## src/source/rvv_cfg_pkg.sv

```systemverilog
/* retire stage configuration
   widths, port counts, credit depth and the vector types built from them */
`default_nettype none

package rvv_cfg_pkg;

  localparam int NUM_RT_UOP   = 4;   // retire entries per cycle
  localparam int VLEN         = 64;
  localparam int VLENB        = VLEN / 8;
  localparam int XLEN         = 32;
  localparam int INDEX_WIDTH  = 5;
  localparam int VCSR_WIDTH   = 16;
  localparam int XRF_CREDITS  = 4;   // depth of the xrf sink queue
  localparam int CREDIT_WIDTH = 3;

  typedef logic [VLEN-1:0]         vdata_t;
  typedef logic [XLEN-1:0]         xdata_t;
  typedef logic [INDEX_WIDTH-1:0]  rf_index_t;
  typedef logic [VLENB-1:0]        strobe_t;
  typedef logic [2*VLENB-1:0]      vd_type_t;   // 2 bits per byte
  typedef logic [VCSR_WIDTH-1:0]   vcsr_t;
  typedef logic [CREDIT_WIDTH-1:0] credit_t;

endpackage

`default_nettype wire

```

## src/source/rvv_uop_pkg.sv

```systemverilog
/* micro-op field encodings seen at retire */
`default_nettype none

package rvv_uop_pkg;

  // element type code per byte
  localparam logic [1:0] ELEM_ACTIVE = 2'b11;   // byte carries a result

  // destination register file
  localparam logic DEST_VRF = 1'b0;
  localparam logic DEST_XRF = 1'b1;

endpackage

`default_nettype wire

```

## src/source/retire_credit_counter.sv

```systemverilog
/* xrf credit counter, grants credits to retiring scalar writes oldest first
   and forms the in-order accept mask */
`timescale 1ns/10ps
`default_nettype none

module retire_credit_counter (
  input  wire logic                                   clk,
  input  wire logic                                   reset,
  input  wire logic [rvv_cfg_pkg::NUM_RT_UOP-1:0]     rob_valid,
  input  wire logic [rvv_cfg_pkg::NUM_RT_UOP-1:0]     live,
  input  wire logic [rvv_cfg_pkg::NUM_RT_UOP-1:0]     rob_dest_xrf,
  input  wire logic                                   xrf_credit_return,
  output logic      [rvv_cfg_pkg::NUM_RT_UOP-1:0]     accept
);

  rvv_cfg_pkg::credit_t credit_cnt;
  rvv_cfg_pkg::credit_t taken;     // credits granted this cycle
  logic                 chain_ok;  // all older entries retire
  logic                 need;

  //////////////////////////////
  // in-order grant walk
  //////////////////////////////
  always_comb begin
    chain_ok = 1'b1;
    taken    = '0;
    need     = 1'b0;
    for (int k = 0; k < rvv_cfg_pkg::NUM_RT_UOP; k++) begin
      need      = live[k] && (rob_dest_xrf[k] == rvv_uop_pkg::DEST_XRF);
      accept[k] = chain_ok && (!need || (taken < credit_cnt));
      if (accept[k] && need) begin
        taken = taken + 1'b1;
      end
      chain_ok = accept[k] && rob_valid[k];  // stop at first refusal or hole
    end
  end

  // returned credit only counts from next cycle
  always_ff @(posedge clk) begin
    if (reset) begin
      credit_cnt <= rvv_cfg_pkg::credit_t'(rvv_cfg_pkg::XRF_CREDITS);
    end else begin
      credit_cnt <= credit_cnt - taken + rvv_cfg_pkg::credit_t'(xrf_credit_return);
    end
  end

  a_cnt_bound : assert property (@(posedge clk) disable iff (reset)
    credit_cnt <= rvv_cfg_pkg::credit_t'(rvv_cfg_pkg::XRF_CREDITS));

  // sink cannot return more than it was given
  a_no_overreturn : assert property (@(posedge clk) disable iff (reset)
    !(xrf_credit_return &&
      (credit_cnt == rvv_cfg_pkg::credit_t'(rvv_cfg_pkg::XRF_CREDITS))));

endmodule

`default_nettype wire

```

## src/source/retire_trap_filter.sv

```systemverilog
/* trap filter, drops entries younger than the oldest trapping one
   and picks that entry's vcsr value */
`timescale 1ns/10ps
`default_nettype none

module retire_trap_filter (
  input  wire logic [rvv_cfg_pkg::NUM_RT_UOP-1:0]        rob_valid,
  input  wire logic [rvv_cfg_pkg::NUM_RT_UOP-1:0]        rob_trap,
  input  wire rvv_cfg_pkg::vcsr_t [rvv_cfg_pkg::NUM_RT_UOP-1:0] rob_vcsr,
  output logic      [rvv_cfg_pkg::NUM_RT_UOP-1:0]        live,
  output logic                                           trap_valid,
  output rvv_cfg_pkg::vcsr_t                             trap_vcsr
);

  logic trap_seen;  // an older valid entry trapped

  always_comb begin
    trap_seen  = 1'b0;
    trap_valid = 1'b0;
    trap_vcsr  = '0;
    for (int k = 0; k < rvv_cfg_pkg::NUM_RT_UOP; k++) begin
      live[k] = rob_valid[k] && !trap_seen;
      if (live[k] && rob_trap[k]) begin
        trap_valid = 1'b1;       // first hit is the oldest
        trap_vcsr  = rob_vcsr[k];
      end
      trap_seen = trap_seen || (rob_valid[k] && rob_trap[k]);
    end
  end

endmodule

`default_nettype wire

```

## src/source/retire_strobe_gen.sv

```systemverilog
/* vrf byte enables per retire entry
   element-type decode, agnostic override and same-cycle WAW masking */
`timescale 1ns/10ps
`default_nettype none

module retire_strobe_gen (
  input  wire rvv_cfg_pkg::vd_type_t  [rvv_cfg_pkg::NUM_RT_UOP-1:0] rob_vd_type,
  input  wire logic                   [rvv_cfg_pkg::NUM_RT_UOP-1:0] rob_ignore_vta,
  input  wire logic                   [rvv_cfg_pkg::NUM_RT_UOP-1:0] rob_ignore_vma,
  input  wire rvv_cfg_pkg::rf_index_t [rvv_cfg_pkg::NUM_RT_UOP-1:0] rob_index,
  input  wire logic                   [rvv_cfg_pkg::NUM_RT_UOP-1:0] vrf_write,
  output rvv_cfg_pkg::strobe_t        [rvv_cfg_pkg::NUM_RT_UOP-1:0] strobe
);

  rvv_cfg_pkg::strobe_t [rvv_cfg_pkg::NUM_RT_UOP-1:0] base_en;
  rvv_cfg_pkg::strobe_t [rvv_cfg_pkg::NUM_RT_UOP-1:0] waw_mask;  // bytes owned by younger

  //////////////////////////////
  // base enable per entry
  //////////////////////////////
  always_comb begin
    for (int k = 0; k < rvv_cfg_pkg::NUM_RT_UOP; k++) begin
      for (int b = 0; b < rvv_cfg_pkg::VLENB; b++) begin
        base_en[k][b] = (rob_vd_type[k][2*b +: 2] == rvv_uop_pkg::ELEM_ACTIVE);
      end
      // tail and mask both agnostic, whole register may be written
      if (rob_ignore_vta[k] && rob_ignore_vma[k]) begin
        base_en[k] = '1;
      end
    end
  end

  //////////////////////////////
  // write-after-write
  //////////////////////////////
  // any younger writer to the same register takes the byte
  always_comb begin
    for (int k = 0; k < rvv_cfg_pkg::NUM_RT_UOP; k++) begin
      waw_mask[k] = '0;
      for (int j = k + 1; j < rvv_cfg_pkg::NUM_RT_UOP; j++) begin
        if (vrf_write[j] && (rob_index[j] == rob_index[k])) begin
          waw_mask[k] = waw_mask[k] | base_en[j];
        end
      end
    end
  end

  assign strobe = base_en & ~waw_mask;  // youngest writer keeps each byte

endmodule

`default_nettype wire

```

## src/source/retire_writeback_regs.sv

```systemverilog
/* output registers for the vrf, xrf and vcsr write ports
   valids route each retired entry by destination */
`timescale 1ns/10ps
`default_nettype none

module retire_writeback_regs (
  input  wire logic                                               clk,
  input  wire logic                                               reset,
  input  wire logic [rvv_cfg_pkg::NUM_RT_UOP-1:0]                 accept,
  input  wire logic [rvv_cfg_pkg::NUM_RT_UOP-1:0]                 live,
  input  wire logic [rvv_cfg_pkg::NUM_RT_UOP-1:0]                 rob_dest_xrf,
  input  wire rvv_cfg_pkg::rf_index_t [rvv_cfg_pkg::NUM_RT_UOP-1:0] rob_index,
  input  wire rvv_cfg_pkg::vdata_t    [rvv_cfg_pkg::NUM_RT_UOP-1:0] rob_data,
  input  wire rvv_cfg_pkg::strobe_t   [rvv_cfg_pkg::NUM_RT_UOP-1:0] strobe,
  input  wire logic                                               trap_valid,
  input  wire rvv_cfg_pkg::vcsr_t                                 trap_vcsr,
  output logic      [rvv_cfg_pkg::NUM_RT_UOP-1:0]                 vrf_wr_valid,
  output rvv_cfg_pkg::rf_index_t [rvv_cfg_pkg::NUM_RT_UOP-1:0]    vrf_wr_index,
  output rvv_cfg_pkg::vdata_t    [rvv_cfg_pkg::NUM_RT_UOP-1:0]    vrf_wr_data,
  output rvv_cfg_pkg::strobe_t   [rvv_cfg_pkg::NUM_RT_UOP-1:0]    vrf_wr_strobe,
  output logic      [rvv_cfg_pkg::NUM_RT_UOP-1:0]                 xrf_wr_valid,
  output rvv_cfg_pkg::rf_index_t [rvv_cfg_pkg::NUM_RT_UOP-1:0]    xrf_wr_index,
  output rvv_cfg_pkg::xdata_t    [rvv_cfg_pkg::NUM_RT_UOP-1:0]    xrf_wr_data,
  output logic                                                    vcsr_wr_valid,
  output rvv_cfg_pkg::vcsr_t                                      vcsr_wr_data
);

  logic [rvv_cfg_pkg::NUM_RT_UOP-1:0] retire;  // accepted and not dropped by trap

  assign retire = accept & live;

  always_ff @(posedge clk) begin
    if (reset) begin
      vrf_wr_valid  <= '0;
      xrf_wr_valid  <= '0;
      vcsr_wr_valid <= 1'b0;
    end else begin
      for (int k = 0; k < rvv_cfg_pkg::NUM_RT_UOP; k++) begin
        vrf_wr_valid[k] <= retire[k] && (rob_dest_xrf[k] == rvv_uop_pkg::DEST_VRF);
        xrf_wr_valid[k] <= retire[k] && (rob_dest_xrf[k] == rvv_uop_pkg::DEST_XRF);
      end
      // trapping entry is the youngest live one, so all live must be accepted
      vcsr_wr_valid <= trap_valid && (&(accept | ~live));
    end
  end

  // payload
  always_ff @(posedge clk) begin
    for (int k = 0; k < rvv_cfg_pkg::NUM_RT_UOP; k++) begin
      vrf_wr_index[k]  <= rob_index[k];
      vrf_wr_data[k]   <= rob_data[k];
      vrf_wr_strobe[k] <= strobe[k];
      xrf_wr_index[k]  <= rob_index[k];
      xrf_wr_data[k]   <= rob_data[k][rvv_cfg_pkg::XLEN-1:0];  // low xlen bits
    end
    vcsr_wr_data <= trap_vcsr;
  end

  // vcsr write comes with the trapping entry's own write
  a_vcsr_with_write : assert property (@(posedge clk) disable iff (reset)
    vcsr_wr_valid |-> ((vrf_wr_valid | xrf_wr_valid) != '0));

endmodule

`default_nettype wire

```

## src/source/rvv_retire_top.sv

```systemverilog
/* vector retire stage top
   rob entries in, registered vrf, xrf and vcsr writes out */
`timescale 1ns/10ps
`default_nettype none

module rvv_retire_top (
  input  wire logic                                                clk,
  input  wire logic                                                reset,
  // rob side
  input  wire logic      [rvv_cfg_pkg::NUM_RT_UOP-1:0]             rob_valid,
  input  wire logic      [rvv_cfg_pkg::NUM_RT_UOP-1:0]             rob_dest_xrf,
  input  wire rvv_cfg_pkg::rf_index_t [rvv_cfg_pkg::NUM_RT_UOP-1:0] rob_index,
  input  wire rvv_cfg_pkg::vdata_t    [rvv_cfg_pkg::NUM_RT_UOP-1:0] rob_data,
  input  wire rvv_cfg_pkg::vd_type_t  [rvv_cfg_pkg::NUM_RT_UOP-1:0] rob_vd_type,
  input  wire logic      [rvv_cfg_pkg::NUM_RT_UOP-1:0]             rob_ignore_vta,
  input  wire logic      [rvv_cfg_pkg::NUM_RT_UOP-1:0]             rob_ignore_vma,
  input  wire logic      [rvv_cfg_pkg::NUM_RT_UOP-1:0]             rob_trap,
  input  wire rvv_cfg_pkg::vcsr_t     [rvv_cfg_pkg::NUM_RT_UOP-1:0] rob_vcsr,
  output logic           [rvv_cfg_pkg::NUM_RT_UOP-1:0]             rob_ready,
  // vrf write ports
  output logic           [rvv_cfg_pkg::NUM_RT_UOP-1:0]             vrf_wr_valid,
  output rvv_cfg_pkg::rf_index_t [rvv_cfg_pkg::NUM_RT_UOP-1:0]     vrf_wr_index,
  output rvv_cfg_pkg::vdata_t    [rvv_cfg_pkg::NUM_RT_UOP-1:0]     vrf_wr_data,
  output rvv_cfg_pkg::strobe_t   [rvv_cfg_pkg::NUM_RT_UOP-1:0]     vrf_wr_strobe,
  // xrf write ports, credit flow control
  output logic           [rvv_cfg_pkg::NUM_RT_UOP-1:0]             xrf_wr_valid,
  output rvv_cfg_pkg::rf_index_t [rvv_cfg_pkg::NUM_RT_UOP-1:0]     xrf_wr_index,
  output rvv_cfg_pkg::xdata_t    [rvv_cfg_pkg::NUM_RT_UOP-1:0]     xrf_wr_data,
  input  wire logic                                                xrf_credit_return,
  // vcsr on trap
  output logic                                                     vcsr_wr_valid,
  output rvv_cfg_pkg::vcsr_t                                       vcsr_wr_data
);

  logic [rvv_cfg_pkg::NUM_RT_UOP-1:0]               live;
  logic [rvv_cfg_pkg::NUM_RT_UOP-1:0]               vrf_write;
  logic                                             trap_valid;
  rvv_cfg_pkg::vcsr_t                               trap_vcsr;
  rvv_cfg_pkg::strobe_t [rvv_cfg_pkg::NUM_RT_UOP-1:0] strobe;

  assign vrf_write = rob_ready & live & ~rob_dest_xrf;  // accepted vector writes only

  retire_trap_filter u_trap (
    .rob_valid  (rob_valid),
    .rob_trap   (rob_trap),
    .rob_vcsr   (rob_vcsr),
    .live       (live),
    .trap_valid (trap_valid),
    .trap_vcsr  (trap_vcsr)
  );

  retire_credit_counter u_credit (
    .clk               (clk),
    .reset             (reset),
    .rob_valid         (rob_valid),
    .live              (live),
    .rob_dest_xrf      (rob_dest_xrf),
    .xrf_credit_return (xrf_credit_return),
    .accept            (rob_ready)
  );

  retire_strobe_gen u_strobe (
    .rob_vd_type    (rob_vd_type),
    .rob_ignore_vta (rob_ignore_vta),
    .rob_ignore_vma (rob_ignore_vma),
    .rob_index      (rob_index),
    .vrf_write      (vrf_write),
    .strobe         (strobe)
  );

  retire_writeback_regs u_wb (
    .clk           (clk),
    .reset         (reset),
    .accept        (rob_ready),
    .live          (live),
    .rob_dest_xrf  (rob_dest_xrf),
    .rob_index     (rob_index),
    .rob_data      (rob_data),
    .strobe        (strobe),
    .trap_valid    (trap_valid),
    .trap_vcsr     (trap_vcsr),
    .vrf_wr_valid  (vrf_wr_valid),
    .vrf_wr_index  (vrf_wr_index),
    .vrf_wr_data   (vrf_wr_data),
    .vrf_wr_strobe (vrf_wr_strobe),
    .xrf_wr_valid  (xrf_wr_valid),
    .xrf_wr_index  (xrf_wr_index),
    .xrf_wr_data   (xrf_wr_data),
    .vcsr_wr_valid (vcsr_wr_valid),
    .vcsr_wr_data  (vcsr_wr_data)
  );

endmodule

`default_nettype wire

```

## config.mk

```make
export PLATFORM = sky130hd
export DESIGN_NAME = rvv_retire_top
export DESIGN_NICKNAME = d
export VERILOG_FILES = /design/src/source/rvv_cfg_pkg.sv /design/src/source/rvv_uop_pkg.sv /design/src/source/retire_credit_counter.sv /design/src/source/retire_trap_filter.sv /design/src/source/retire_strobe_gen.sv /design/src/source/retire_writeback_regs.sv /design/src/source/rvv_retire_top.sv
export SDC_FILE = /design/constraint.sdc
export NUM_CORES = 1
export LEC_CHECK = 0
export ABC_CLOCK_PERIOD_IN_PS = 6400
export BUFFER_PORTS_ARGS = -buffer_cell sky130_fd_sc_hd__buf_2
export CAP_MARGIN = 20
export CORE_AREA = 3 3 355 357
export CTS_CLUSTER_DIAMETER = 120
export CTS_CLUSTER_SIZE = 30
export DETAILED_ROUTE_END_ITERATION = 10
export DIE_AREA = 0 0 358 360
export HOLD_SLACK_MARGIN = 0.1
export SLEW_MARGIN = 10
export SYNTH_ARGS = -nofsm -noshare
export SYNTH_HDL_FRONTEND = slang
export SYNTH_SLANG_ARGS = --single-unit
```

## constraint.sdc

```tcl
create_clock -name clk -period 6.4 [get_ports clk]
set_input_delay 1.6 -clock clk [delete_from_list [all_inputs] [get_ports clk]]
set_output_delay 1.6 -clock clk [all_outputs]
set_load 0.02 [all_outputs]
```

==> out/metrics.cfg <==
[timing]
max_slew_margin_pct = 40.9
clock_skew_ns = 0.00967
finalWorstSetupSlack_ns = 0.148
hold_violations = 0
hold_ws_ns = 0.825
drv_slew = 0
worst_pin_slew_ns = 0.887
min_period_ns = 6.25
setup_tns_ns = 0
fin_crit_sh_pct = 97.7
fmax_mhz = 160
finalSetupViolCount = 0

[routing]
dr.pass1.iters = 7
vias_per_cell = 2.83
drc = 0
vias = 9280
routed_wl_um = 92000
wl_per_cell_um = 28.1
antenna_left = 0
drt_iter0_drc = 533

[die]
fp.dieH_um = 360
fp.dieW_um = 358
die_area_um2 = 129000
ios = 912
initial_utilization_pct = 7.93
coreArea_um2 = 123000
num_rows = 129

[cts]
cts_tree = built
clock-sinks = 336
cts_buffers = 27
clockRootBuffer = clkbuf_16
clk_path_buf_depth = 3
h-tree-depth = 1
insertion_delay_ns = 0.65
clkTransAtPathRegs_ns = 0.10

[global_route]
gr-total-overflow = 0
gr-usage-all-layers_pct = 13.5
grt_max_degree = 31
grt_pass1_vias = 9239
grt_pass1_wl_um = 109000
antenna_found_initial = 125

[finish]
nets = 2011
area_growth_pct = 69.0
instances_no_fill = 3275
design_area_um2 = 16500
fillCellCount = 14100
final_util_pct = 13.4
drive_above_1_share_pct = 62.3

[yosys]
ys_ff_latch = 336
synthFlopType = dfxtp_1
yosysWarnings = 0
synth_fp_nets = 1222
synth.cell_area_um2 = 9780
synthTopCellsByArea = dfxtp_1 69%, buf_4 11%, nand2_1 3.6%
synth.avg_cell_area_um2 = 12.5
post_synth_num_cell_types = 46
postSynth.asyncResetShare_pct = 0
synth.largest_area_cell = dfxtp_1
synth_edf_count = 0
syn_inst = 785
synth_top_area_share_pct = 68.7
yosysSeqAreaShare_pct = 68.7

[setup_path]
end_kind = output port
rr_startpoint = u_credit.credit_cnt[1]
crit_required_ns = 4.80
cp-start-kind = input port
rrSetupSlack_ns = 1.26
path_max_fanout = 6
path_class = in -> out
startpoint = rob_dest_xrf[0]
reg2regPathDepth = 25
arrival_ns = 4.65
rr_endpoint = u_credit.credit_cnt[2]

[power_and_ir_drop]
peakVddDrop_mv = 0.249
cellLeakagePower_nw = 7.85
power_density_nw_per_um2 = 317
p_total_mw = 5.25

[placement]
place_ws_ns = -0.0835
routabilityCongestion = 0.877
dp_cells = 3179
io_buffer_count = 911
placed_area_um2 = 15300
hpwlAfterDp_um = 84300

[min_path]
hold_end = u_wb.xrf_wr_valid[3]
min-delay-start = u_credit.credit_cnt[2]
min_path_cells = 5
hold_class = reg -> reg

[run_status]
outcome = completed

[run]
maxCapViolations = 0

-- how the worst max path moves through the flow --
stage / endpoint / cells after the start
after global routing: rob_ready[3] / 18
after global placement: rob_ready[3] / 18
after floorplan: rob_ready[3] / 15
after CTS: rob_ready[3] / 17
after detailed placement: u_credit.credit_cnt[2] / 25
final: rob_ready[3] / 18
-- what timing repair did --
item	4_1_cts	5_1_grt
endpoints found under the setup margin	1	1
gates resized for setup	3	11
buffers inserted	0	2
pin swaps	0	2
hold buffers	0	0
-- kinds of logic (layout without fill, tap and decap cells) --
| logic type | after synthesis | count (layout) | share of synthesized area, % |
|---|---|---|---|
| other cells | 0 | 44 | 0 |
| xor+xnor | 36 | 36 | 3.22 |
| mux | 5 | 5 | 0.563 |
| flops | 336 | 336 | 68.7 |
| fa+ha+maj | 10 | 10 | 1.36 |
| simple gates | 149 | 149 | 7.19 |
| buf+inv | 172 | 981 | 12.7 |
| compound gates | 77 | 77 | 6.19 |
-- Yosys cell counts, drive strengths merged (3+ instances only) --
library cell,number
and4,3
a222oi,16
inv,9
a21oi,13
buf,155
a21boi,9
xor2,20
nand3,6
mux2i,4
and2,4
nor2,10
a221oi,16
nor2b,4
dfxtp,336
nor4,7
nand2,93
nand4,4
and3,4
ha,9
xnor2,16
o211ai,3
nor3,8
o21ai,12
clkbuf,8
-- sequential cells by signal (all words and copies together), names as in the netlist --
signal and count:
u_wb.vrf_wr_strobe 32, u_credit.credit_cnt 3, u_wb.vrf_wr_data 256, u_wb.vcsr_wr_valid 1, u_wb.vrf_wr_valid 4, u_wb.vcsr_wr_data 16
u_wb.xrf_wr_valid 4, u_wb.vrf_wr_index 20
-- power breakdown --
group | internal (mW) | total [mW] | switching, mW
sequential | 2.22 | 2.28 | 0.0602
combinational | 0.307 | 0.907 | 0.600
clock | 0.910 | 2.06 | 1.15
total | 3.44 | 5.25 | 1.81
-- layer usage --
layer	global-route usage [%]	share of wire, %	vias up
li1	-	-	4112
met1	12.7	33	4236
met2	23.3	47	620
met3	11.2	17	206
met4	1.55	1.8	106
met5	0	0.78	-
-- final cells by class --
| cell class | instances | area [um2] | area share [%] |
|---|---|---|---|
| diodes | 44 | 110 | 0.666 |
| clock buffers | 28 | 679 | 4.11 |
| clock inverters | 21 | 418 | 2.53 |
| inverters | 9 | 33.8 | 0.204 |
| multi-input cells | 277 | 1870 | 11.3 |
| flip-flops and latches | 336 | 6730 | 40.7 |
| well taps | 1637 | 2050 | 12.4 |
| repair buffers | 923 | 4650 | 28.1 |
-- cell usage in the layout, fill, tap and decap left out, drive strengths merged, types with 2 or more instances in the layout --
master and instances:
buf 923, dfxtp 336, nand2 93, diode 44, clkbuf 28, inv 23, xor2 20, xnor2 16
a222oi 16, a221oi 16, a21oi 13, o21ai 12, nor2 10, a21boi 9, ha 9, nor3 8
nor4 7, nand3 6, clkinv 6, and2 4, nand4 4, and3 4, mux2i 4, nor2b 4
and4 3, o211ai 3, or2 2, a21o 2, a211oi 2, a2111oi 2
-- worst max-delay path: stages --
cell	delay, ns
buf_2	0.14
or2b_1	0.28
o21ai_2	0.19
nor2_2	0.08
nand4_1	0.17
inv_1	0.09
ha_1	0.22
xor2_1	0.16
o32ai_2	0.31
nand2b_4	0.21
nor2_4	0.04
mux2i_2	0.17
ha_1	0.28
nand2_1	0.06
a21o_1	0.19
o21ai_2	0.19
a21oi_2	0.08
buf_2	0.17
(Power assumes the default switching activity.)
